--- src/cad_cfg.svh ---
`ifndef CAD_CFG_SVH
`define CAD_CFG_SVH

// matrix counts
`define CAD_NUM_MATS   16

// ------------------------------
// dimensions
// ------------------------------
`define CAD_IMG_DIM    8
`define CAD_KER_DIM    5
`define CAD_CONV_DIM   4      // 8 - 5 + 1

// store depths
`define CAD_IMG_WORDS  1024   // 16 images x 64
`define CAD_KER_WORDS  400    // 16 kernels x 25

// serial length of one pooled result
`define CAD_OUT_BITS   20

`endif

--- src/cad_pkg.sv ---
package cad_pkg;

    // ------------------------------
    // data widths
    // ------------------------------
    typedef logic signed [7:0]  pixel_t;   // image pixel or kernel weight
    typedef logic signed [15:0] prod_t;    // 8 x 8 signed product
    typedef logic signed [19:0] sum_t;     // correlation sum or pooled max

    // store addresses
    typedef logic [9:0] img_addr_t;
    typedef logic [8:0] ker_addr_t;

    typedef logic [3:0] mat_idx_t;         // image or kernel number

    // controller states
    typedef enum logic [1:0]
    {
        IDLE,
        STORE,
        SELECT,
        FETCH
    } ctrl_state_e;

endpackage

--- src/cad_pool_out.sv ---
`timescale 1ns/1ps
`include "cad_cfg.svh"

module cad_pool_out import cad_pkg::*;
(
    input  logic clk,
    input  logic rst_n,
    input  sum_t i_sum,
    input  logic i_sum_valid,
    output logic o_out_valid,
    output logic o_out_value
);

    localparam int CD       = `CAD_CONV_DIM;
    localparam int POS_NUM  = CD * CD;
    localparam int RES_NUM  = POS_NUM / 4;    // one per 2x2 block
    localparam int OUT_BITS = `CAD_OUT_BITS;

    sum_t       sums     [0:POS_NUM-1];
    sum_t       pool_max [0:RES_NUM-1];
    sum_t       res      [0:RES_NUM-1];
    logic [3:0] sum_cnt;
    logic       sums_done;
    logic [4:0] bit_cnt;
    logic [1:0] res_cnt;

    function automatic sum_t max2(input sum_t a, input sum_t b);
        return (a > b) ? a : b;   // signed compare
    endfunction

    // ------------------------------
    // 2x2 max pooling
    // ------------------------------
    // block q starts at row 2*(q/2), column 2*(q%2)
    always_comb
    begin
        for (int q = 0; q < RES_NUM; q++)
        begin
            pool_max[q] = max2(max2(sums[(q / 2) * 2 * CD + (q % 2) * 2],
                                    sums[(q / 2) * 2 * CD + (q % 2) * 2 + 1]),
                               max2(sums[(q / 2) * 2 * CD + (q % 2) * 2 + CD],
                                    sums[(q / 2) * 2 * CD + (q % 2) * 2 + CD + 1]));
        end
    end

    always_ff @(posedge clk)
    begin
        if (i_sum_valid)
            sums[sum_cnt] <= i_sum;
        if (sums_done)
        begin
            for (int q = 0; q < RES_NUM; q++)
                res[q] <= pool_max[q];
        end
    end

    // ------------------------------
    // serial output
    // ------------------------------
    always_ff @(posedge clk or negedge rst_n)
    begin
        if (!rst_n)
        begin
            sum_cnt     <= '0;
            sums_done   <= 1'b0;
            o_out_valid <= 1'b0;
            bit_cnt     <= '0;
            res_cnt     <= '0;
        end
        else
        begin
            if (i_sum_valid)
                sum_cnt <= sum_cnt + 1'b1;   // wraps for the next request
            sums_done <= i_sum_valid && (sum_cnt == 4'(POS_NUM - 1));
            if (sums_done)
            begin
                o_out_valid <= 1'b1;
                bit_cnt     <= '0;
                res_cnt     <= '0;
            end
            else if (o_out_valid)
            begin
                if (bit_cnt == 5'(OUT_BITS - 1))
                begin
                    bit_cnt <= '0;
                    res_cnt <= res_cnt + 1'b1;
                    if (res_cnt == 2'(RES_NUM - 1))
                        o_out_valid <= 1'b0;   // last bit of the last result
                end
                else
                    bit_cnt <= bit_cnt + 1'b1;
            end
        end
    end

    assign o_out_value = o_out_valid & res[res_cnt][bit_cnt];   // lsb first

endmodule

--- config.mk ---
export PLATFORM = sky130hd
export DESIGN_NAME = cad_pool_out
export DESIGN_NICKNAME = d
export VERILOG_FILES = /design/src/cad_pkg.sv /design/src/cad_pool_out.sv
export VERILOG_INCLUDE_DIRS = /design/src
export SDC_FILE = /design/constraint.sdc
export NUM_CORES = 1
export LEC_CHECK = 0
export ABC_AREA = 1
export BUFFER_PORTS_ARGS = -buffer_cell sky130_fd_sc_hd__buf_2
export CORE_MARGIN = 2
export CORE_UTILIZATION = 64
export DETAILED_ROUTE_END_ITERATION = 10
export PLACE_DENSITY_LB_ADDON = 0.05
export SLEW_MARGIN = 20
export SYNTH_ARGS = -nofsm -noshare
export SYNTH_HDL_FRONTEND = slang
export SYNTH_SLANG_ARGS = --single-unit
--- constraint.sdc ---
create_clock -name clk -period 4.6 [get_ports clk]
set_input_delay 0.92 -clock clk [delete_from_list [all_inputs] [get_ports clk]]
set_output_delay 0.92 -clock clk [all_outputs]
set_load 0.1 [all_outputs]
Word-level counts from Yosys, hierarchy flattened
Memories as Yosys holds them, arrays and structs flattened.
Cells that the tools add are included.
{ "totals": {"ff_bits": 13, "mem_bits_rw": 400, "inputBits": 23, "out_inout_bits": 2, "n_memories": 2} }
{ "mem_list": {"columns": ["name", "words", "width", "read_ports", "rd_ports_with_merged_regs", "wr", "line", "source"], "rows": [
  ["sums", 16, 20, 16, 0, 1, "cad_pool_out.sv:19", "sum_t sums [0:POS_NUM-1];"],
  ["res", 4, 20, 1, 0, 4, "cad_pool_out.sv:21", "sum_t res [0:RES_NUM-1];"]
]} }
{ "op_classes": {"addsub": 3, "n_lt_le_gt_ge": 13, "eq_ne": 3, "n_mux": 28, "n_bitwise": 1, "reduce_logical": 4} }
{ "ops": {"columns": ["op", "count"], "rows": [
  ["$gt A20 B20 Y1", 12],
  ["$mux W20", 12],
  ["$mux W5", 3],
  ["$mux W1", 9],
  ["$lt A5 B6 Y1 const B", 1],
  ["$mux W2", 3],
  ["$add A5 B1 Y5 const B", 1],
  ["$bmux W1 S5", 1],
  ["$eq A5 B5 Y1 const B", 1],
  ["$add A4 B1 Y4 const B", 1],
  ["$eq A4 B4 Y1 const B", 1],
  ["$reduce_bool A2 Y1", 2],
  ["$add A2 B1 Y2 const B", 1],
  ["$eq A2 B2 Y1 const B", 1],
  ["$reduce_and A2 Y1", 1],
  ["$and A1 B1 Y1", 1],
  ["$logic_and A1 B1 Y1", 1]
]} }

Longest topological paths before layout
{ "depth": {"word_depth": 5, "mapped_depth": 31, "mapped_depth_nobuf": 29} }

Worst setup path before layout
No wires, ideal clock.
{ "synth_timing": {"path_type": "reg2out", "startpoint": "register res_cnt[0]", "endpoint": "output o_out_value", "arrival_ps": 2769, "required_time_ps": 3680, "slack_ps": 911, "stages_incl_launch_ff": 10, "cell_sequence": "dfrtp_1 > buf_2 > clkinv_1 > clkbuf_1 > o21ai_0 > o221ai_1 > nand3_1 > nand2_1 > nand3_1 > a21oi_1"} }
{ "synth_via": {"elab_chain_cells": 4} }
{ "synth_rtl": {"columns": ["item", "line", "source"], "rows": [
  ["start: declaration", "cad_pool_out.sv:25", "logic [1:0] res_cnt;"],
  ["start signal: assignment", "cad_pool_out.sv:86", "res_cnt <= res_cnt + 1'b1;"],
  ["$mem_v2 Z4 W20", null, null],
  ["$bmux W1 S5", "cad_pool_out.sv:96", "assign o_out_value = o_out_valid & res[res_cnt][bit_cnt];"],
  ["$mux W1 (not written as such)", "cad_pool_out.sv:96", null],
  ["$and A1 B1 Y1", "cad_pool_out.sv:96", null],
  ["end: declaration", "cad_pool_out.sv:11", "output logic o_out_value"]
]} }
Every way passes these cells. The select of a mux whose other input is x is not followed.

==> impl_metrics.tcl <==
set metrics [dict create \
    critical_path_class "flop to flop" \
    relSlewSlack_pct 40.3 \
    post_route_cells_drive_above_1_share_pct 6.63 \
    start_util_pct 65.0 \
    synth_fa_ha_area_share_pct 12.5 \
    internal_power_uw 8310 \
    clock_skew_ns 0.0138 \
    wl_per_cell_um 19.6 \
    yosysTopAreaCell "edfxtp_1" \
    die_y_um 200 \
    synth_cell_type_count 35 \
    cts_tree "built" \
    port_buffers 24 \
    routabilityCongestion 0.994 \
    grt.busiest_layer "met2" \
    area_growth_pct 9.20 \
    grt_usage_pct 33.4 \
    setup_viol 0 \
    synth_edf_count 400 \
    max-vdd-ir-drop_v 0.000404 \
    cp.required_ns 4.94 \
    dpl-instance-area_mm2 0.0253 \
    startpoint_type "flop" \
    dieArea_mm2 0.0399 \
    clockBufferDepth 3 \
    switchingPower_uw 4890 \
    synthXorXnorAreaFrac_pct 0.178 \
    grt_max_degree 62 \
    status "complete, no violations" \
    route.detailed.drc 0 \
    hold_viol_final 0 \
    mostFrequentLayoutCells "735 x nand2_1, 462 x inv_1, 400 x edfxtp_1" \
    slowest_delay_ns 0.41 \
    boundaryPins 25 \
    crit_arrival_ns 4.69 \
    insertion_delay_ns 0.58 \
    syn_area_per_cell_um2 8.95 \
    grt_pass1_vias 18247 \
    use_met3_pct 4.62 \
    fmax_mhz 230 \
    antenna_found_initial 3 \
    rows 71 \
    drtAntennaViolNets 0 \
    grt_util_met1_pct 43.8 \
    hold_path.class "primary input to async pin" \
    startpoint "sums[0][19]" \
    powerDensity_mw_per_mm2 492 \
    p_comb_share_pct 35.5 \
    syn_inst 2744 \
    cp_slowest_cell "edfxtp_1" \
    post_synth_instance_area_mm2 0.0245 \
    placed_cells 3248 \
    vias 19027 \
    numClockSinks 413 \
    cap_violations 0 \
    clkTransAtPathRegs_ns 0.06 \
    cpMostUsedCell "nand2_1" \
    layout_commonest_cell "nand2_1" \
    core_region_area_mm2 0.0378 \
    post-route-period-util_pct 94.6 \
    final_cells 3331 \
    synth_area_leaders "edfxtp_1 49%, ha_1 13%, nand2_1 11%, nand3_1 7.9%, inv_1 7.1%" \
    cts_root_buffer "clkbuf_16" \
    cts_inserted_buffers 44 \
    ys_seq_elements 413 \
    synth_top_area_share_pct 48.9 \
    worst_setup_path_end_kind "flop" \
    synthSimpleGateAreaFrac_pct 24.5 \
    synth_nets 3013 \
    switching_share_pct 37.0 \
    synth_compound_area_share_pct 3.44 \
    pwr-share-seq_pct 37.4 \
    synth_warnings 0 \
    seq_area_frac_synth_pct 50.3 \
    synth_mux_area_share_pct 0 \
    overflow 0 \
    met2_usage_pct 55.1 \
    synth_top_family_by_area "simple AND/OR/NAND/NOR gates" \
    p_leak_uw 0.0129 \
    dp_hpwl_um 45800 \
    finalInstanceArea_mm2 0.0268 \
    r2r-start "sums[0][19]" \
    holdBufCountCts 0 \
    wirelength_um 65400 \
    p_clk_share_pct 27.1 \
    fin_nets 3054 \
    via_per_inst 5.71 \
    htree_num_levels 2 \
    max_slew.worst_pin.slew_ns 0.895 \
    synth_top_flop_cell "edfxtp_1" \
    grt_pass1_wl_um 99000 \
    ys_async_sr_fraction_pct 3.15 \
    die_w_um 200 \
    drtIter0Drc 1617 \
    fin_crit_ns 4.35 \
    first_pass_iters 8 \
    crit_chain "ha_1 > nand2_1 > nor2_1 > nand2_1 > nor2_1 > o21ai_1 > nand3_1 > nand2_1 > nand2_4 > buf_4 > nand3_1 > and2_1 > ha_1 > nand2_1 > inv_1 > o21bai_1 > nand2_1 > a21oi_1 > nand2_1 > nor3_1 > nor2_4 > buf_4 > nand3_1 > nand2_1" \
    slew_violations 0 \
    cp_max_fo 14 \
]
==> registers in the layout (all words and copies together), names as in the netlist <==
| register | count |
|---|---|
| bit_cnt | 5 |
| sums | 320 |
| res_cnt | 2 |
| sum_cnt | 4 |
| o_out_valid | 1 |
| sums_done | 1 |
| res | 80 |
==> synth_stat cells (3+ instances only) <==
master,n
inv_1,462
nand4_1,25
and2_1,80
nand2_2,13
nor2_1,130
edfxtp_1,400
ha_1,246
nor3_1,5
clkbuf_1,26
o21ai_0,31
nand3_1,386
o21bai_1,6
or2_2,3
nand2_1,737
o21ai_1,4
dfrtp_1,13
nor2_2,3
xor2_1,5
buf_2,22
a21boi_0,6
buf_6,14
a21oi_1,84
buf_4,18
a21o_1,11
==> worst paths after layout <==
check                        endpoint  slack (ns)  cells past startpoint
max                         res[0][3]        0.25                     24
min                        bit_cnt[1]        0.23                      1
max reg2reg                 res[0][3]        0.25                     24
min reg2reg                sum_cnt[0]        0.58                      1
max in group asynchronous   sums_done        4.11                      1
min in group clk           sum_cnt[0]        0.58                      1
==> cell type report <==
| class | count | area (um2) |
|---|---|---|
| Tap cell | 511 | 639 |
| Fill cell | 2902 | 10900 |
| Clock buffer | 54 | 1160 |
| Clock inverter | 26 | 272 |
| Sequential cell | 413 | 12300 |
| Multi-Input combinational cell | 1787 | 10100 |
| Antenna cell | 1 | 2.50 |
| Inverter | 464 | 1740 |
| Timing Repair Buffer | 75 | 543 |
==> power by group through the flow <==
stage / Clock [uW] / Combinational, uW / Sequential [uW]
floorplan: 0 / 3190 / 4960
global placement: 0 / 4400 / 5000
detailed placement: 0 / 4510 / 5010
CTS: 3600 / 4550 / 4940
global route: 3740 / 5190 / 4970
finish: 3570 / 4680 / 4940
==> what timing repair did <==
action,4_1_cts,5_1_grt
setup buffers,0,2
setup endpoints to repair,30,69
hold endpoints to repair,0,0
gates cloned,0,0
pin swaps,0,1
gates resized for setup,3,11
==> layer usage <==
metal | share of wire [%] | routed length [um] | vias up
met4 | 4.6 | 3030 | 2
li1 | - | - | 9125
met5 | 0.017 | 11 | -
met2 | 47 | 31000 | 716
met3 | 6.8 | 4430 | 167
met1 | 41 | 26900 | 9017
==> critical path: cells and delay by family (launching register included) <==
family                   cells  cell delay (ns)
adder cells (fa/ha/maj)      2             0.68
buffers and inverters        3             0.46
flip-flops                   1             0.41
AND/OR/NAND/NOR             16             2.10
AO/OA/AOI/OAI                3             0.46
==> stage by stage <==
step           hold slack, ns  power (uW)  util (%)  setup slack (ns)  TNS (ns)
2_1_floorplan           0.512        8150         -             0.911         0
3_3_place_gp            0.539        9400      66.9           -0.0109   -0.0215
3_5_place_dp            0.547        9520      66.9            -0.106     -1.44
4_1_cts                 0.213       13100      70.8            0.0863         0
5_1_grt                 0.230       13900      71.0           -0.0281   -0.0677
6_report                0.226       13200      71.0             0.248         0
==> kinds of logic (layout without fill, tap and decap cells) <==
logic type,Yosys count,after routing
compound gates,152,152
xor+xnor,5,5
fa+ha+maj,246,246
buf+inv,544,619
flops,413,413
other cells,0,1
simple gates,1384,1384
No activity file was read; power rests on OpenSTA's default activity.
