## config.mk

```make
export PLATFORM = sky130hd
export DESIGN_NAME = cad_ctrl_flat
export DESIGN_NICKNAME = d
export VERILOG_FILES = /design/src/cad_pkg.sv /design/src/cad_mem_if.sv /design/src/cad_ctrl.sv /design/src/flat_wrapper.sv
export VERILOG_INCLUDE_DIRS = /design/src
export SDC_FILE = /design/constraint.sdc
export NUM_CORES = 1
export LEC_CHECK = 0
export BUFFER_PORTS_ARGS = -buffer_cell sky130_fd_sc_hd__buf_2
export CORE_MARGIN = 2
export CORE_UTILIZATION = 58
export DETAILED_ROUTE_END_ITERATION = 8
export GPL_ROUTABILITY_DRIVEN = 0
export PLACE_DENSITY_LB_ADDON = 0.05
export SETUP_SLACK_MARGIN = 0.02
export SLEW_MARGIN = 25
export SYNTH_ARGS = -nofsm -noshare
export SYNTH_HDL_FRONTEND = slang
export SYNTH_SLANG_ARGS = --single-unit
```

## constraint.sdc

```tcl
create_clock -name clk -period 2.2 [get_ports clk]
set_input_delay 0.22 -clock clk [delete_from_list [all_inputs] [get_ports clk]]
set_output_delay 0.22 -clock clk [all_outputs]
set_load 0.05 [all_outputs]
```

## src/cad_cfg.svh

```systemverilog
`ifndef CAD_CFG_SVH
`define CAD_CFG_SVH

// matrix counts
`define CAD_NUM_MATS   16

// ------------------------------
// dimensions
// ------------------------------
`define CAD_IMG_DIM    8
`define CAD_KER_DIM    5
`define CAD_CONV_DIM   4      // 8 - 5 + 1

// store depths
`define CAD_IMG_WORDS  1024   // 16 images x 64
`define CAD_KER_WORDS  400    // 16 kernels x 25

// serial length of one pooled result
`define CAD_OUT_BITS   20

`endif

```

## src/cad_pkg.sv

```systemverilog
package cad_pkg;

    // ------------------------------
    // data widths
    // ------------------------------
    typedef logic signed [7:0]  pixel_t;   // image pixel or kernel weight
    typedef logic signed [15:0] prod_t;    // 8 x 8 signed product
    typedef logic signed [19:0] sum_t;     // correlation sum or pooled max

    // store addresses
    typedef logic [9:0] img_addr_t;
    typedef logic [8:0] ker_addr_t;

    typedef logic [3:0] mat_idx_t;         // image or kernel number

    // controller states
    typedef enum logic [1:0]
    {
        IDLE,
        STORE,
        SELECT,
        FETCH
    } ctrl_state_e;

endpackage

```

## src/cad_mem_if.sv

```systemverilog
`timescale 1ns/1ps

interface cad_mem_if import cad_pkg::*; ();

    img_addr_t img_addr;
    ker_addr_t ker_addr;
    logic      img_we;
    logic      ker_we;
    logic      img_load;    // img_rdata holds a fetched pixel
    logic      ker_load;    // ker_rdata holds a fetched weight
    pixel_t    img_rdata;
    pixel_t    ker_rdata;

    modport ctrl
    (
        output img_addr, ker_addr, img_we, ker_we, img_load, ker_load
    );

    modport mem
    (
        input  img_addr, ker_addr, img_we, ker_we,
        output img_rdata, ker_rdata
    );

    // convolution side only sees fetched data
    modport sink
    (
        input img_rdata, ker_rdata, img_load, ker_load
    );

endinterface

```

## src/cad_ctrl.sv

```systemverilog
`timescale 1ns/1ps
`include "cad_cfg.svh"

module cad_ctrl import cad_pkg::*;
(
    input  logic     clk,
    input  logic     rst_n,
    input  logic     i_in_valid,
    input  logic     i_in_valid2,
    input  mat_idx_t i_matrix_idx,
    output logic     o_conv_start,
    cad_mem_if.ctrl  mem
);

    localparam int IMG_PIX  = `CAD_IMG_DIM * `CAD_IMG_DIM;
    localparam int KER_PIX  = `CAD_KER_DIM * `CAD_KER_DIM;
    localparam int IN_TOTAL = `CAD_IMG_WORDS + `CAD_KER_WORDS;

    ctrl_state_e state, state_nxt;

    logic [10:0] in_cnt;       // byte position in the load stream
    logic [6:0]  fetch_cnt;
    logic        valid2_d;
    logic        load_act;
    logic        img_wr, ker_wr;
    mat_idx_t    img_idx, ker_idx;
    img_addr_t   rd_img_addr;
    ker_addr_t   rd_ker_addr;

    // ------------------------------
    // state machine
    // ------------------------------
    always_comb
    begin
        state_nxt = state;
        case (state)
            IDLE:    state_nxt = i_in_valid ? STORE : (i_in_valid2 ? SELECT : IDLE);
            STORE:   state_nxt = i_in_valid ? STORE : IDLE;
            SELECT:  state_nxt = i_in_valid2 ? SELECT : FETCH;
            FETCH:   state_nxt = (fetch_cnt == 7'(IMG_PIX)) ? IDLE : FETCH;
            default: state_nxt = IDLE;
        endcase
    end

    always_ff @(posedge clk or negedge rst_n)
    begin
        if (!rst_n)
            state <= IDLE;
        else
            state <= state_nxt;
    end

    // ------------------------------
    // load stream steering
    // ------------------------------
    assign load_act = i_in_valid && (state == IDLE || state == STORE);
    assign img_wr   = load_act && (in_cnt < 11'(`CAD_IMG_WORDS));
    assign ker_wr   = load_act && !img_wr && (in_cnt < 11'(IN_TOTAL));

    assign mem.img_we   = img_wr;
    assign mem.ker_we   = ker_wr;
    assign mem.img_addr = img_wr ? in_cnt[9:0] : rd_img_addr;
    assign mem.ker_addr = ker_wr ? ker_addr_t'(in_cnt - 11'(`CAD_IMG_WORDS)) : rd_ker_addr;

    always_ff @(posedge clk or negedge rst_n)
    begin
        if (!rst_n)
            in_cnt <= '0;
        else
            in_cnt <= load_act ? in_cnt + 1'b1 : '0;
    end

    // first request cycle is the image, second the kernel
    always_ff @(posedge clk or negedge rst_n)
    begin
        if (!rst_n)
        begin
            valid2_d <= 1'b0;
            img_idx  <= '0;
            ker_idx  <= '0;
        end
        else
        begin
            valid2_d <= i_in_valid2;
            if (i_in_valid2 && !valid2_d)
                img_idx <= i_matrix_idx;
            if (i_in_valid2 && valid2_d)
                ker_idx <= i_matrix_idx;
        end
    end

    // ------------------------------
    // fetch of the chosen pair
    // ------------------------------
    always_ff @(posedge clk or negedge rst_n)
    begin
        if (!rst_n)
        begin
            fetch_cnt    <= '0;
            rd_img_addr  <= '0;
            rd_ker_addr  <= '0;
            mem.img_load <= 1'b0;
            mem.ker_load <= 1'b0;
            o_conv_start <= 1'b0;
        end
        else
        begin
            fetch_cnt <= (state == FETCH) ? fetch_cnt + 1'b1 : '0;
            if (state == SELECT && !i_in_valid2)
            begin
                rd_img_addr <= {img_idx, 6'b00_0000};            // idx << 6
                rd_ker_addr <= ker_addr_t'(ker_idx * KER_PIX);   // idx * 25
            end
            else if (state == FETCH)
            begin
                rd_img_addr <= rd_img_addr + 1'b1;
                if (fetch_cnt < 7'(KER_PIX - 1))
                    rd_ker_addr <= rd_ker_addr + 1'b1;   // hold on the last weight
            end
            // strobes trail the address by the read latency
            mem.img_load <= (state == FETCH) && (fetch_cnt < 7'(IMG_PIX));
            mem.ker_load <= (state == FETCH) && (fetch_cnt < 7'(KER_PIX));
            o_conv_start <= (state == FETCH) && (fetch_cnt == 7'(IMG_PIX));
        end
    end

endmodule

```

## src/flat_wrapper.sv

```systemverilog
// flat-port wrapper written by rule: the top's interface ports become plain ports
module cad_ctrl_flat import cad_pkg::*;
  (clk, rst_n, i_in_valid, i_in_valid2, i_matrix_idx, o_conv_start, mem_img_addr, mem_ker_addr, mem_img_we, mem_ker_we, mem_img_load, mem_ker_load);
  cad_mem_if mem_i ();
  input  logic clk;
  input  logic rst_n;
  input  logic i_in_valid;
  input  logic i_in_valid2;
  input  mat_idx_t i_matrix_idx;
  output logic o_conv_start;
  output wire logic [$bits(mem_i.img_addr)-1:0] mem_img_addr;
  output wire logic [$bits(mem_i.ker_addr)-1:0] mem_ker_addr;
  output wire logic [$bits(mem_i.img_we)-1:0] mem_img_we;
  output wire logic [$bits(mem_i.ker_we)-1:0] mem_ker_we;
  output wire logic [$bits(mem_i.img_load)-1:0] mem_img_load;
  output wire logic [$bits(mem_i.ker_load)-1:0] mem_ker_load;
  assign mem_img_addr = mem_i.img_addr;
  assign mem_ker_addr = mem_i.ker_addr;
  assign mem_img_we = mem_i.img_we;
  assign mem_ker_we = mem_i.ker_we;
  assign mem_img_load = mem_i.img_load;
  assign mem_ker_load = mem_i.ker_load;
  cad_ctrl u_core (.clk(clk), .rst_n(rst_n), .i_in_valid(i_in_valid), .i_in_valid2(i_in_valid2), .i_matrix_idx(i_matrix_idx), .o_conv_start(o_conv_start), .mem(mem_i));
endmodule
```

# [After elaboration in Yosys (flattened, before gate mapping)]
# Cells that the tools add are included.
[totals] out_inout_bits=24 inputBits=8 regBits=51 word_cells=59
[classes] multipliers=1 reduce_logical=18 add_sub_neg=5 eq_ne=4 n_lt_le_gt_ge=5 n_mux=15
[op_table] op="$mux 9" count=4
[op_table] op="$mux 10" count=3
[op_table] op="$lt 11x11->1 const B" count=2
[op_table] op="$lt 7x5->1 const B" count=2
[op_table] op="$add 11x1->11 const B" count=1
[op_table] op="$mux 11" count=1
[op_table] op="$add 10x1->10 const B" count=1
[op_table] op="$logic_and 1x1->1" count=10
[op_table] op="$add 9x1->9 const B" count=1
[op_table] op="$mul 4x5->9 const B" count=1
[op_table] op="$sub 9x1->9 const B" count=1
[op_table] op="$pmux 2 s4" count=1
[op_table] op="$add 7x1->7 const B" count=1
[op_table] op="$eq 7x7->1 const B" count=1
[op_table] op="$lt 7x7->1 const B" count=1
[op_table] op="$mux 7" count=1
[op_table] op="$mux 2" count=3
[op_table] op="$eq 2x2->1 const B" count=2
[op_table] op="$reduce_bool 2->1" count=2
[op_table] op="$logic_not 1->1" count=3
[op_table] op="$eq 2x1->1 const B" count=1
[op_table] op="$logic_not 2->1" count=1
[op_table] op="$mux 1" count=2
[op_table] op="$reduce_and 2->1" count=1
[op_table] op="$logic_or 1x1->1" count=1

# [Longest topological paths before layout]
# Gate-level depths: netlist of run 1.
[logic_depth] depth_word=8 mapped_depth=9 mapped_depth_nobuf=9

# [Least setup slack after synthesis of run 1]
# Ideal clock, no wire load.
[synth_timing] kind="register to output" from="register u_core.state[1]" to="output port mem_ker_addr[7]" stages_incl_launch_ff=6 n_path_buf=0 path_slack_ns=-0.109 arrival_ns=2.089 required_time_ns=1.980 cell_sequence="dfrtp_1 > nand2b_1 > or3b_1 > o21bai_4 > inv_1 > o22a_1"
[synth_between] elab_chain_cells=8 word_cells_on_any_way=9 cone_classes="eq/ne: 1; mux: 1; reduce/logical: 7"
[synth_rtl] item="from (decl)" line_no="cad_ctrl.sv:19" text="ctrl_state_e state, state_nxt;"
[synth_rtl] item="from (signal assigned)" line_no="cad_ctrl.sv:50" text="state <= state_nxt;"
[synth_rtl] item="$eq 2x1->1 / $logic_not 2->1 (equally long branches)" line_no="cad_ctrl.sv:56" text="assign load_act = i_in_valid && (state == IDLE || state == STORE);"
[synth_rtl] item="$logic_or 1x1->1 (*)" line_no="cad_ctrl.sv:56"
[synth_rtl] item="$logic_and 1x1->1 (*)" line_no="cad_ctrl.sv:56"
[synth_rtl] item="$logic_and 1x1->1" line_no="cad_ctrl.sv:57" text="assign img_wr = load_act && (in_cnt < 11'(`CAD_IMG_WORDS));"
[synth_rtl] item="$logic_not 1->1" line_no="cad_ctrl.sv:58" text="assign ker_wr = load_act && !img_wr && (in_cnt < 11'(IN_TOTAL));"
[synth_rtl] item="$logic_and 1x1->1 (*) (2 in series)" line_no="cad_ctrl.sv:58"
[synth_rtl] item="via mem_ker_we" line_no="flat_wrapper.sv:14" text="output wire logic [$bits(mem_i.ker_we)-1:0] mem_ker_we;"
[synth_rtl] item="$mux 9 (*)" line_no="cad_ctrl.sv:63" text="assign mem.ker_addr = ker_wr ? ker_addr_t'(in_cnt - 11'(`CAD_IMG_WORDS)) : rd_ker_addr;"
[synth_rtl] item="to (decl)" line_no="flat_wrapper.sv:12" text="output wire logic [$bits(mem_i.ker_addr)-1:0] mem_ker_addr;"
# Mark *: on every way through the listed nets, which the timed path passes. The rest lies on a longest branch.

# [Worst setup path after layout of run 1]
[layout_timing] from="register u_core.state[1]" to="output port mem_ker_addr[0]"
[layout_between] elab_chain_cells=8 word_cells_on_any_way=9 cone_classes="eq/ne: 1; mux: 1; reduce/logical: 7"
[layout_rtl] item="$eq 2x1->1 / $logic_not 2->1 (equally long branches)" line_no="cad_ctrl.sv:56"
[layout_rtl] item="$logic_or 1x1->1 (*)" line_no="cad_ctrl.sv:56"
[layout_rtl] item="$logic_and 1x1->1 (*)" line_no="cad_ctrl.sv:56"
[layout_rtl] item="$logic_and 1x1->1" line_no="cad_ctrl.sv:57"
[layout_rtl] item="$logic_not 1->1" line_no="cad_ctrl.sv:58"
[layout_rtl] item="$logic_and 1x1->1 (*) (2 in series)" line_no="cad_ctrl.sv:58"
[layout_rtl] item="$mux 9 (*)" line_no="cad_ctrl.sv:63"
# Every way passes the cells marked *; elsewhere a longest branch is shown, timed or not.

==> results of run 1 <==
## worst reg2reg max path: cells and delay by family, from the launching register on
family	cells	cell delay, ns
fa+ha+maj	3	0.71
buf+inv	2	0.10
simple gates	2	0.49
compound gates	2	0.23
flops	1	0.42
## layout by cell type, fill, tap and decap left out, types with 3 or more instances in the layout
cell and instances:
xnor2_1 5, nor4_1 4, o31ai_1 6, or3_1 7, ha_1 13, a2bb2oi_1 5, xor2_1 9, buf_2 22
clkbuf_8 6, buf_6 6, mux2_2 20, nor3_1 6, inv_1 14, nand3_1 16, and3_1 4, o21ai_0 20
o22ai_1 4, dfrtp_1 51, a31oi_1 3, a21oi_1 11, mux2i_1 3, nand2_1 25, buf_4 7, nand4_1 8
nor2_1 23
## kinds of logic (layout without fill, tap and decap cells)
logic type | Yosys count | in the layout
adders and majority gates | 15 | 15
buffers and inverters | 25 | 62
muxes | 24 | 24
and+or+nand+nor | 105 | 105
AOI/OAI and AO/OA | 61 | 61
DFF | 51 | 51
xor gates and xnor gates | 14 | 14
## timing repair
action,4_1_cts,5_1_grt
setup buffers,0,2
resized for setup,16,6
hold buffers,1,0
hold endpoints to repair,25,0
endpoints found under the setup margin,9,11
## sequential cells by signal, summed over array words and instances, names as in the netlist
register,flops
u_core.fetch_cnt,7
u_core.img_idx,4
u_core.in_cnt,11
u_core.ker_idx,4
u_core.mem.img_load,1
u_core.mem.ker_load,1
u_core.o_conv_start,1
u_core.rd_img_addr,10
u_core.rd_ker_addr,9
u_core.state,2
u_core.valid2_d,1
## cells in the mapped netlist (6+ instances only)
| cell | instances | area [µm²] |
|---|---|---|
| o31ai_1 | 6 | 45.04 |
| or3_1 | 7 | 43.79 |
| o21ai_0 | 20 | 100.1 |
| nor3_1 | 6 | 30.03 |
| mux2_2 | 21 | 236.5 |
| xor2_1 | 9 | 78.83 |
| ha_1 | 14 | 175.2 |
| inv_1 | 15 | 56.30 |
| a21oi_1 | 12 | 60.06 |
| dfrtp_1 | 51 | 1276 |
| nor2_1 | 23 | 86.33 |
| nand3_1 | 16 | 80.08 |
| nand4_1 | 8 | 50.05 |
| nand2_1 | 25 | 93.84 |
## path summary, 6_finish.rpt
path / start / endpoint / slack (ns) / cells after the start
hold / removal: i_in_valid2 / u_core.valid2_d / 0.13 / 1
setup / recovery: u_core.state[1] / mem_ker_addr[0] / 0.05 / 5
min in group asynchronous: rst_n / u_core.in_cnt[8] / 0.45 / 2
setup reg to reg: u_core.ker_idx[2] / u_core.rd_ker_addr[8] / 0.13 / 9
max in group asynchronous: rst_n / u_core.fetch_cnt[5] / 1.21 / 3
hold reg to reg: u_core.img_idx[3] / u_core.img_idx[3] / 0.52 / 1
## power by group
part / internal [mW] / switching (mW)
registers: 1.17 / 0.244
clock network: 0.257 / 0.325
logic: 0.759 / 1.37
total: 2.19 / 1.94
## layer usage
metal / global-route usage, % / part of all wire, % / vias up
met5: 0 / 0 / -
met1: 33.77 / 47 / 1072
met2: 38.45 / 47 / 62
li1: - / - / 1137
met4: 6.944 / 0.98 / 0
met3: 4.016 / 5.0 / 5
## through the flow
| step | setup WS [ns] | util [%] | area [µm²] | instances |
|---|---|---|---|---|
| final | 0.04756 | 70.58 | 3356 | 399 |
| after global routing | -0.0005778 | 70.58 | 3356 | 399 |
| after CTS | 0.02443 | 69.55 | 3307 | 397 |
| after detailed placement | 0.09312 | 66.24 | 3149 | 388 |
| after global placement | 0.1997 | 66.24 | 3149 | 388 |
| after floorplan | -0.08952 | - | 2903 | 295 |
## area by class of cell
| class | count | area (µm²) |
|---|---|---|
| tap | 67 | 83.83 |
| clock buffer | 6 | 82.58 |
| clock inverter | 2 | 16.27 |
| timing repair buffer | 39 | 282.8 |
| fill | 372 | 1399 |
| inverter | 15 | 60.06 |
| multi-input combinational | 219 | 1554 |
| sequential | 51 | 1276 |
==> results.ini, run 1 <==
[pwr]
power_mw = 4.128
powerDensity_nw_per_um2 = 1230
peakVddDrop_mv = 0.6823
power_leakage_nw = 1.469

[global_route]
grt_start_max_net_pins = 27
gr-total-overflow = 0
track_usage_pct = 23.95
grt_antenna_before_repair = 0
grt_pass1_wl_um = 10030
grt_pass1_vias = 2120

[routing]
remaining_drc_errors = 0
drt_wl_total_um = 6023
dr.pass1.iters = 4
ant_nets = 0
vias = 2276
viasPerCell = 5.704
drtIter0Drc = 145
avgRoutedWirePerCell_um = 15.10

[clock_tree]
cts-root-buf = clkbuf_8
clock-sinks = 51
clk_latency_ns = 0.31
path_clk_slew_ns = 0.09
cts_buffers = 5
htree_levels = 2
cts_tree = built
clk_path_buf_depth = 2

[placement]
port_buffers = 31
dp_hpwl_um = 4476

[timing]
tightest_slew_ns = 0.6115
min_period_ns = 2.152
setup_violations = 0
setup_tns_ns = 0
finalCritPeriodShare_pct = 97.84
final.setup_skew_ns = 0.003515
finalHoldViolCount = 0
relSlewSlack_pct = 59.23
hold_slack_ns = 0.1283
max_freq_mhz = 464.6
slew_viol_final = 0
rsz0062_at_grt = true

[die]
rows = 25
die_width_um = 74.67
fp.dieArea_um2 = 5576
top_level_ports = 32
core-area_um2 = 4755
initial_core_util_pct = 60.92
die_h_um = 74.67

[job]
max_cap_violations = 0

[worst_setup_path]
worst-path-max-fanout = 8
critPathKind = reg2out
startpoint_type = flop
crit_slowest_cell = dfrtp_1
worst_ep_required_time_ns = 1.98
cp.arrival_ns = 1.93
critical-path-max-stage-delay_ns = 0.39
crit_buf_inv = 1
crit_family = simple AND/OR/NAND/NOR gates
crit_chain = nand2b_4 -> or3b_4 -> o21bai_4 -> mux2_4 -> buf_8
critPathCaptureType = output port

[synthesis]
synth-simple-area-share_pct = 18.27
synth_top_family_by_area = simple AND/OR/NAND/NOR gates
yosys_register_bits = 51
post_synth.cell_area_avg_um2 = 9.819
synth_mux_area_share_pct = 9.201
ys_warn_count = 0
yosysUniqueCellTypes = 42
synth_edf_count = 0
synth-compound-area-share_pct = 14.08
async_flop_share_pct = 100.0
syn_area_um2 = 2897
syn_nets = 318
synth-seq-area-share_pct = 44.06
synth-xor-area-share_pct = 4.233
syn-instance-count = 295
synth_top_flop_cell = dfrtp_1
synthAdderAreaFrac_pct = 6.739

[layout]
antenna_cells = 0
syn2layout_area_growth_pct = 15.85
layout.nets = 354
final_layout_size_suffix_gt1_share_pct = 23.49

[hold_path]
min_path_type = in2reg

[status]
outcome = completed

Note: power is estimated with default switching activity, not from simulation.
==> inputs of run 2 (changes only) <==
ABC_AREA = 1   (was default)
CAP_MARGIN = 10   (was default)
CORE_UTILIZATION = 37   (was 58)
==> run 2 against run 1 <==
Highest routed layer unchanged. Fmax grew 7.0%. Sequential power shrank 4%. Register-to-register slack improved by 0.16 ns. Count of clock-buffer cells in the layout did not move. Routed wire length rose by 21%. Clock skew increased by 0.0072 ns. Worst hold slack lost 0.058 ns. Die area grew 60%.
==> results.ini, run 2 <==
[status]
outcome = completed

[layout]
fin_util_pct = 42.38
largest_reg_flops = 11
syn2layout_area_growth_pct = 13.17
nFillCells = 892
reg_top3 = u_core.in_cnt (11), u_core.rd_img_addr (10), u_core.rd_ker_addr (9)
final_layout_size_suffix_gt1_share_pct = 13.02
antenna_cells = 0
max_flop_register = u_core.in_cnt
most-common-layout-cells = nand2_1 (122), inv_1 (53), dfrtp_1 (51)
layout.nets = 477
mostFrequentLayoutCell = nand2_1

[timing]
min_period_ns = 2.012
max_freq_mhz = 497.1
finalHoldViolCount = 0
setup_violations = 0
rsz0062_at_grt = false
slew_viol_final = 0
relSlewSlack_pct = 59.88
setup_tns_ns = 0
finalCritPeriodShare_pct = 91.44
final.setup_skew_ns = 0.01068
final.setup.worst_slack_ns = 0.1884
tightest_slew_ns = 0.6018

[clock_tree]
cts-root-buf = clkbuf_8
cts_setup_buffers = 0
cts_buffers = 5
path_clk_slew_ns = 0.08
clock-sinks = 51
clk_latency_ns = 0.30
cts_tree = built
clk_path_buf_depth = 2
htree_levels = 2

[synthesis]
post_synth.cell_area_avg_um2 = 7.338
netlist_top_cells_area = dfrtp_1 (42%), nand2_1 (15%), inv_1 (6.6%)
yosys.area.top_type = dfrtp_1
yosysMostFrequentCell = nand2_1
yosys_register_bits = 51
synth-seq-area-share_pct = 42.11
ys_top_cells_by_count = nand2_1 (122), inv_1 (53), dfrtp_1 (51)
syn_area_um2 = 3030
ys_warn_count = 0
synth_top_flop_cell = dfrtp_1
yosysUniqueCellTypes = 30
syn_nets = 436
syn-instance-count = 413
async_flop_share_pct = 100.0
synth_edf_count = 0
netlist.area_leader.share_pct = 42.11

[pwr]
power_leakage_nw = 1.764
peakVddDrop_mv = 0.3795
power_mw = 3.538
powerDensity_nw_per_um2 = 1031

[global_route]
grt_antenna_before_repair = 0
gr-total-overflow = 0
grt_start_max_net_pins = 30
track_usage_pct = 17.35
grt_pass1_vias = 2547
grt_pass1_wl_um = 12120

[routing]
viasPerCell = 4.749
dr.pass1.iters = 5
drtIter0Drc = 142
drt_wl_total_um = 7303
ant_nets = 0
remaining_drc_errors = 0
vias = 2650
avgRoutedWirePerCell_um = 13.09

[worst_setup_path]
startpoint_type = flop
rr_endpoint = u_core.rd_ker_addr[8]
endpoint = mem_ker_addr[2]
worst-path-max-fanout = 14
worstSetupStartpoint = u_core.state[1]
r2r_start = u_core.ker_idx[0]
critPathCaptureType = output port
r2r_slack_ns = 0.29
worst_ep_required_time_ns = 1.98
cp.arrival_ns = 1.79
reg2regPathDepth = 12
critPathKind = reg2out

[die]
fp.dieArea_um2 = 8930
top_level_ports = 32
die_width_um = 94.50
die_h_um = 94.50
core-area_um2 = 8093
rows = 33
initial_core_util_pct = 37.45

[placement]
dp_hpwl_um = 5471
dp_slack_ns = 0.2803
port_buffers = 31

[job]
max_cap_violations = 0

[hold_path]
min_path_type = in2reg

-- run 2: cell types whose count changed after synthesis, moves of 5 or more --
cell	change
o31ai_1	-5
nand4_1	-6
nand3_1	+16
nand2_1	+97
inv_1	+38
o21ai_2	+7
o21ai_0	+19
mux2_2	-21
nor2_1	+24
a2bb2oi_1	-5
or3_1	-7
xor2_1	-7
-- run 2: where the power goes --
group | leakage (nW) | internal, mW | total, mW | switching (mW)
combinational | 1.06 | 0.498 | 1.66 | 1.16
clock | 0.0371 | 0.213 | 0.504 | 0.291
sequential | 0.671 | 1.14 | 1.37 | 0.237
total | 1.76 | 1.85 | 3.54 | 1.69
-- run 2: how the worst min path moves through the flow --
stage | from | to | slack (ns) | cells past startpoint
global placement | rst_n | u_core.rd_ker_addr[5] | 0.27 | 1
global route | i_in_valid2 | u_core.valid2_d | 0.06 | 1
floorplan | rst_n | u_core.fetch_cnt[0] | -0.08 | 0
CTS | i_in_valid2 | u_core.valid2_d | 0.07 | 1
finish | i_in_valid2 | u_core.valid2_d | 0.07 | 1
detailed placement | rst_n | u_core.rd_ker_addr[5] | 0.26 | 1
-- run 2: cells by family after synthesis --
kind of cell             count (synthesis)  synth area share [%]
AND/OR/NAND/NOR                        219                 29.89
AO/OA/AOI/OAI                           63                 11.77
buffers and inverters                   61                 8.629
flip-flops                              51                 42.11
adder cells (fa/ha/maj)                 15                 6.441
XOR/XNOR                                 4                 1.156
-- run 2: critical path, cell delays in order, from the launching register on --
cell and delay [ns]:
dfrtp_1 0.44, inv_1 0.09, nand2_2 0.08, nor3_1 0.18
nand2_1 0.11, buf_4 0.20, o21ai_2 0.12, buf_2 0.27
-- run 2: routing by layer --
metal | track usage (%) | share of wire [%] | vias to the layer above
li1 | - | - | 1394
met1 | 23.93 | 51 | 1212
met2 | 28.69 | 45 | 39
met3 | 3.272 | 3.1 | 5
met4 | 3.382 | 0.84 | 0
met5 | 0 | 0 | -
-- run 2: repair_timing --
| item | 4_1_cts | 5_1_grt |
|---|---|---|
| hold buffers | 1 | 0 |
| hold endpoints to repair | 22 | 0 |
| resized for setup | 0 | 5 |
| setup endpoints to repair | 0 | 5 |
-- run 2: cell type report --
type	instances	area [µm²]	share of cell area [%]
multi-input combinational	301	1495	43.60
sequential	51	1276	37.21
timing repair buffer	41	251.5	7.333
inverter	54	202.7	5.910
tap	105	131.4	3.831
clock buffer	6	72.57	2.116
-- run 2: through the flow --
stage / std cells / hold WS (ns) / area [µm²]
after floorplan: 413 / -0.07559 / 3030
after global placement: 550 / 0.2655 / 3331
after detailed placement: 550 / 0.2556 / 3331
after CTS: 557 / 0.06691 / 3413
after global routing: 558 / 0.06379 / 3430
final: 558 / 0.07072 / 3430
==> inputs of run 3 (changes only) <==
GPL_TIMING_DRIVEN = 0   (was default)
MAX_ROUTING_LAYER = met4   (was default)
clock period = 2.43 ns   (was 2.2 ns; I/O delays follow)
==> run 3 against run 2 <==
Clock power increased by 1%. Count of clock-buffer cells in the layout is 1 lower. Clock skew grew 0.0062 ns. Routed wire length is 2.9% lower. Cell count is the same. First-iteration DRC count down 6.3%. Worst setup slack improved by 0.034 ns. Utilization decreased by 0.062 points. Worst hold slack improved by 0.017 ns.
==> results.ini, run 3 (synthesized netlist as in run 2, its figures left out) <==
[routing]
vias = 2626
dr.pass1.iters = 4
drt_wl_total_um = 7090
remaining_drc_errors = 0
ant_nets = 0
drtIter0Drc = 133
viasPerCell = 4.706
avgRoutedWirePerCell_um = 12.71

[pwr]
powerDensity_nw_per_um2 = 946.1
sequentialPowerShare_pct = 38.3
power_leakage_nw = 1.765
clockPowerShare_pct = 15.8
p_sw_mw = 1.560
peakVddDrop_mv = 0.3459
p_sw_share_pct = 48.15
p_comb_share_pct = 45.9
internal_power_mw = 1.680

[worst_setup_path]
worst-path-max-fanout = 10
crit_chain = inv_1 -> nand2_2 -> nor3_1 -> nand2_1 -> buf_4 -> o21ai_2 -> buf_2
critPathCaptureType = output port
reg2regPathDepth = 12
cp.arrival_ns = 1.97
critPathKind = reg2out
critical-path-max-stage-delay_ns = 0.44
worst_ep_required_time_ns = 2.19
startpoint_type = flop
crit_slowest_cell = dfrtp_1

[die]
die_width_um = 94.50
initial_core_util_pct = 37.45
die_h_um = 94.50
fp.dieArea_um2 = 8930
core-area_um2 = 8093
top_level_ports = 32
rows = 33

[layout]
mostFrequentLayoutCell = nand2_1
reg_top3 = u_core.in_cnt (11), u_core.rd_img_addr (10), u_core.rd_ker_addr (9)
most-common-layout-cells = nand2_1 (122), inv_1 (53), dfrtp_1 (51)
syn2layout_area_growth_pct = 13.01
layout.nets = 475
final_layout_size_suffix_gt1_share_pct = 12.80
antenna_cells = 0
seq_area_um2 = 1276
max_flop_register = u_core.in_cnt
final_cell_area_um2 = 3425
multiInputGateArea_um2 = 1493
largest_reg_flops = 11
nFillCells = 874

[clock_tree]
clk_path_buf_depth = 2
cts_tree = built
clk_latency_ns = 0.31
htree_levels = 2
path_clk_slew_ns = 0.10
cts_buffers = 5
cts-root-buf = clkbuf_8
clock-sinks = 51

[placement]
place_area_um2 = 3319
dp_hpwl_um = 5320
dp_slack_ns = 0.5029
port_buffers = 31

[timing]
finalHoldViolCount = 0
hold_slack_ns = 0.08802
max_freq_mhz = 452.9
setup_violations = 0
final.setup_skew_ns = 0.01687
finalCritPeriodShare_pct = 90.87
slew_viol_final = 0
tightest_slew_ns = 0.6808
min_period_ns = 2.208
setup_tns_ns = 0
final.setup.worst_slack_ns = 0.2220
rsz0062_at_grt = false
relSlewSlack_pct = 54.62

[global_route]
grt_start_max_net_pins = 52
grt_pass1_wl_um = 11930
grt_pass1_vias = 2442
gr-total-overflow = 0
track_usage_pct = 17.81
grt_antenna_before_repair = 0

[hold_path]
holdPathStages = 1
min_path_type = in2reg

[job]
max_cap_violations = 0

[status]
outcome = completed

==> run 3: changes by cell type in the layout (fill, tap and decap cells not counted) <==
cell,previous run,this run
buf_4,7,2
clkbuf_4,1,3
clkinv_2,0,2
buf_12,1,0
buf_2,30,29
buf_6,1,2
buf_8,0,1
inv_6,0,1
nor2_1,46,47
nor2_2,1,0
==> run 3: layer usage <==
metal / up-vias / GRT usage [%] / part of all wire [%]
met5: - / - / 0
met4: 0 / 4.710 / 0.58
met3: 2 / 2.953 / 3.5
met2: 42 / 27.32 / 45
met1: 1191 / 24.59 / 51
li1: 1391 / - / -
==> run 3: power by group through the flow <==
stage          clock network [mW]  logic (mW)  registers (mW)
2_1_floorplan                   0        1.14            1.23
3_3_place_gp                    0        1.48            1.26
3_5_place_dp                    0        1.49            1.26
4_1_cts                     0.534        1.50            1.24
5_1_grt                     0.564        1.68            1.28
6_report                    0.511        1.49            1.24
==> run 3: per-stage QoR <==
stage	utilization (%)	instances	total power [mW]
after floorplan	-	413	2.364
after global placement	40.99	549	2.736
after detailed placement	41.02	549	2.747
after CTS	42.22	558	3.272
after global routing	42.32	558	3.523
final	42.32	558	3.240
==> run 3: worst max-delay path, delay by kind of cell, from the launching register on <==
family / cells / cell delay [ns]
buf+inv: 3 / 0.59
simple gates: 3 / 0.52
compound gates: 1 / 0.10
flops: 1 / 0.44
==> run 3: path summary, 6_finish.rpt <==
check                                         start               endpoint  slack, ns
worst min-delay path                    i_in_valid2        u_core.valid2_d       0.09
worst max-delay path                u_core.state[1]        mem_ker_addr[2]       0.22
worst min register to register  u_core.fetch_cnt[6]    u_core.mem.img_load       0.49
worst max register to register    u_core.ker_idx[0]  u_core.rd_ker_addr[8]       0.52
min in group asynchronous                     rst_n  u_core.rd_ker_addr[5]       0.49
max in group asynchronous                     rst_n        u_core.state[1]       1.47
==> run 3: area by class of cell <==
cell class	count	area share, %
plain buffers	7	1.717
inverters	54	5.919
clock buffers	5	2.010
multi-input cells	301	43.59
well taps	105	3.836
clock inverters	3	0.5480
repair buffers	32	5.115
flip-flops and latches	51	37.27
==> run 3: timing repair <==
action                                  CTS  global route
resized for setup                         0             3
buffers inserted                          0             0
endpoints found under the hold margin    42             0
hold buffers                              1             0
endpoints found under the setup margin    0             3
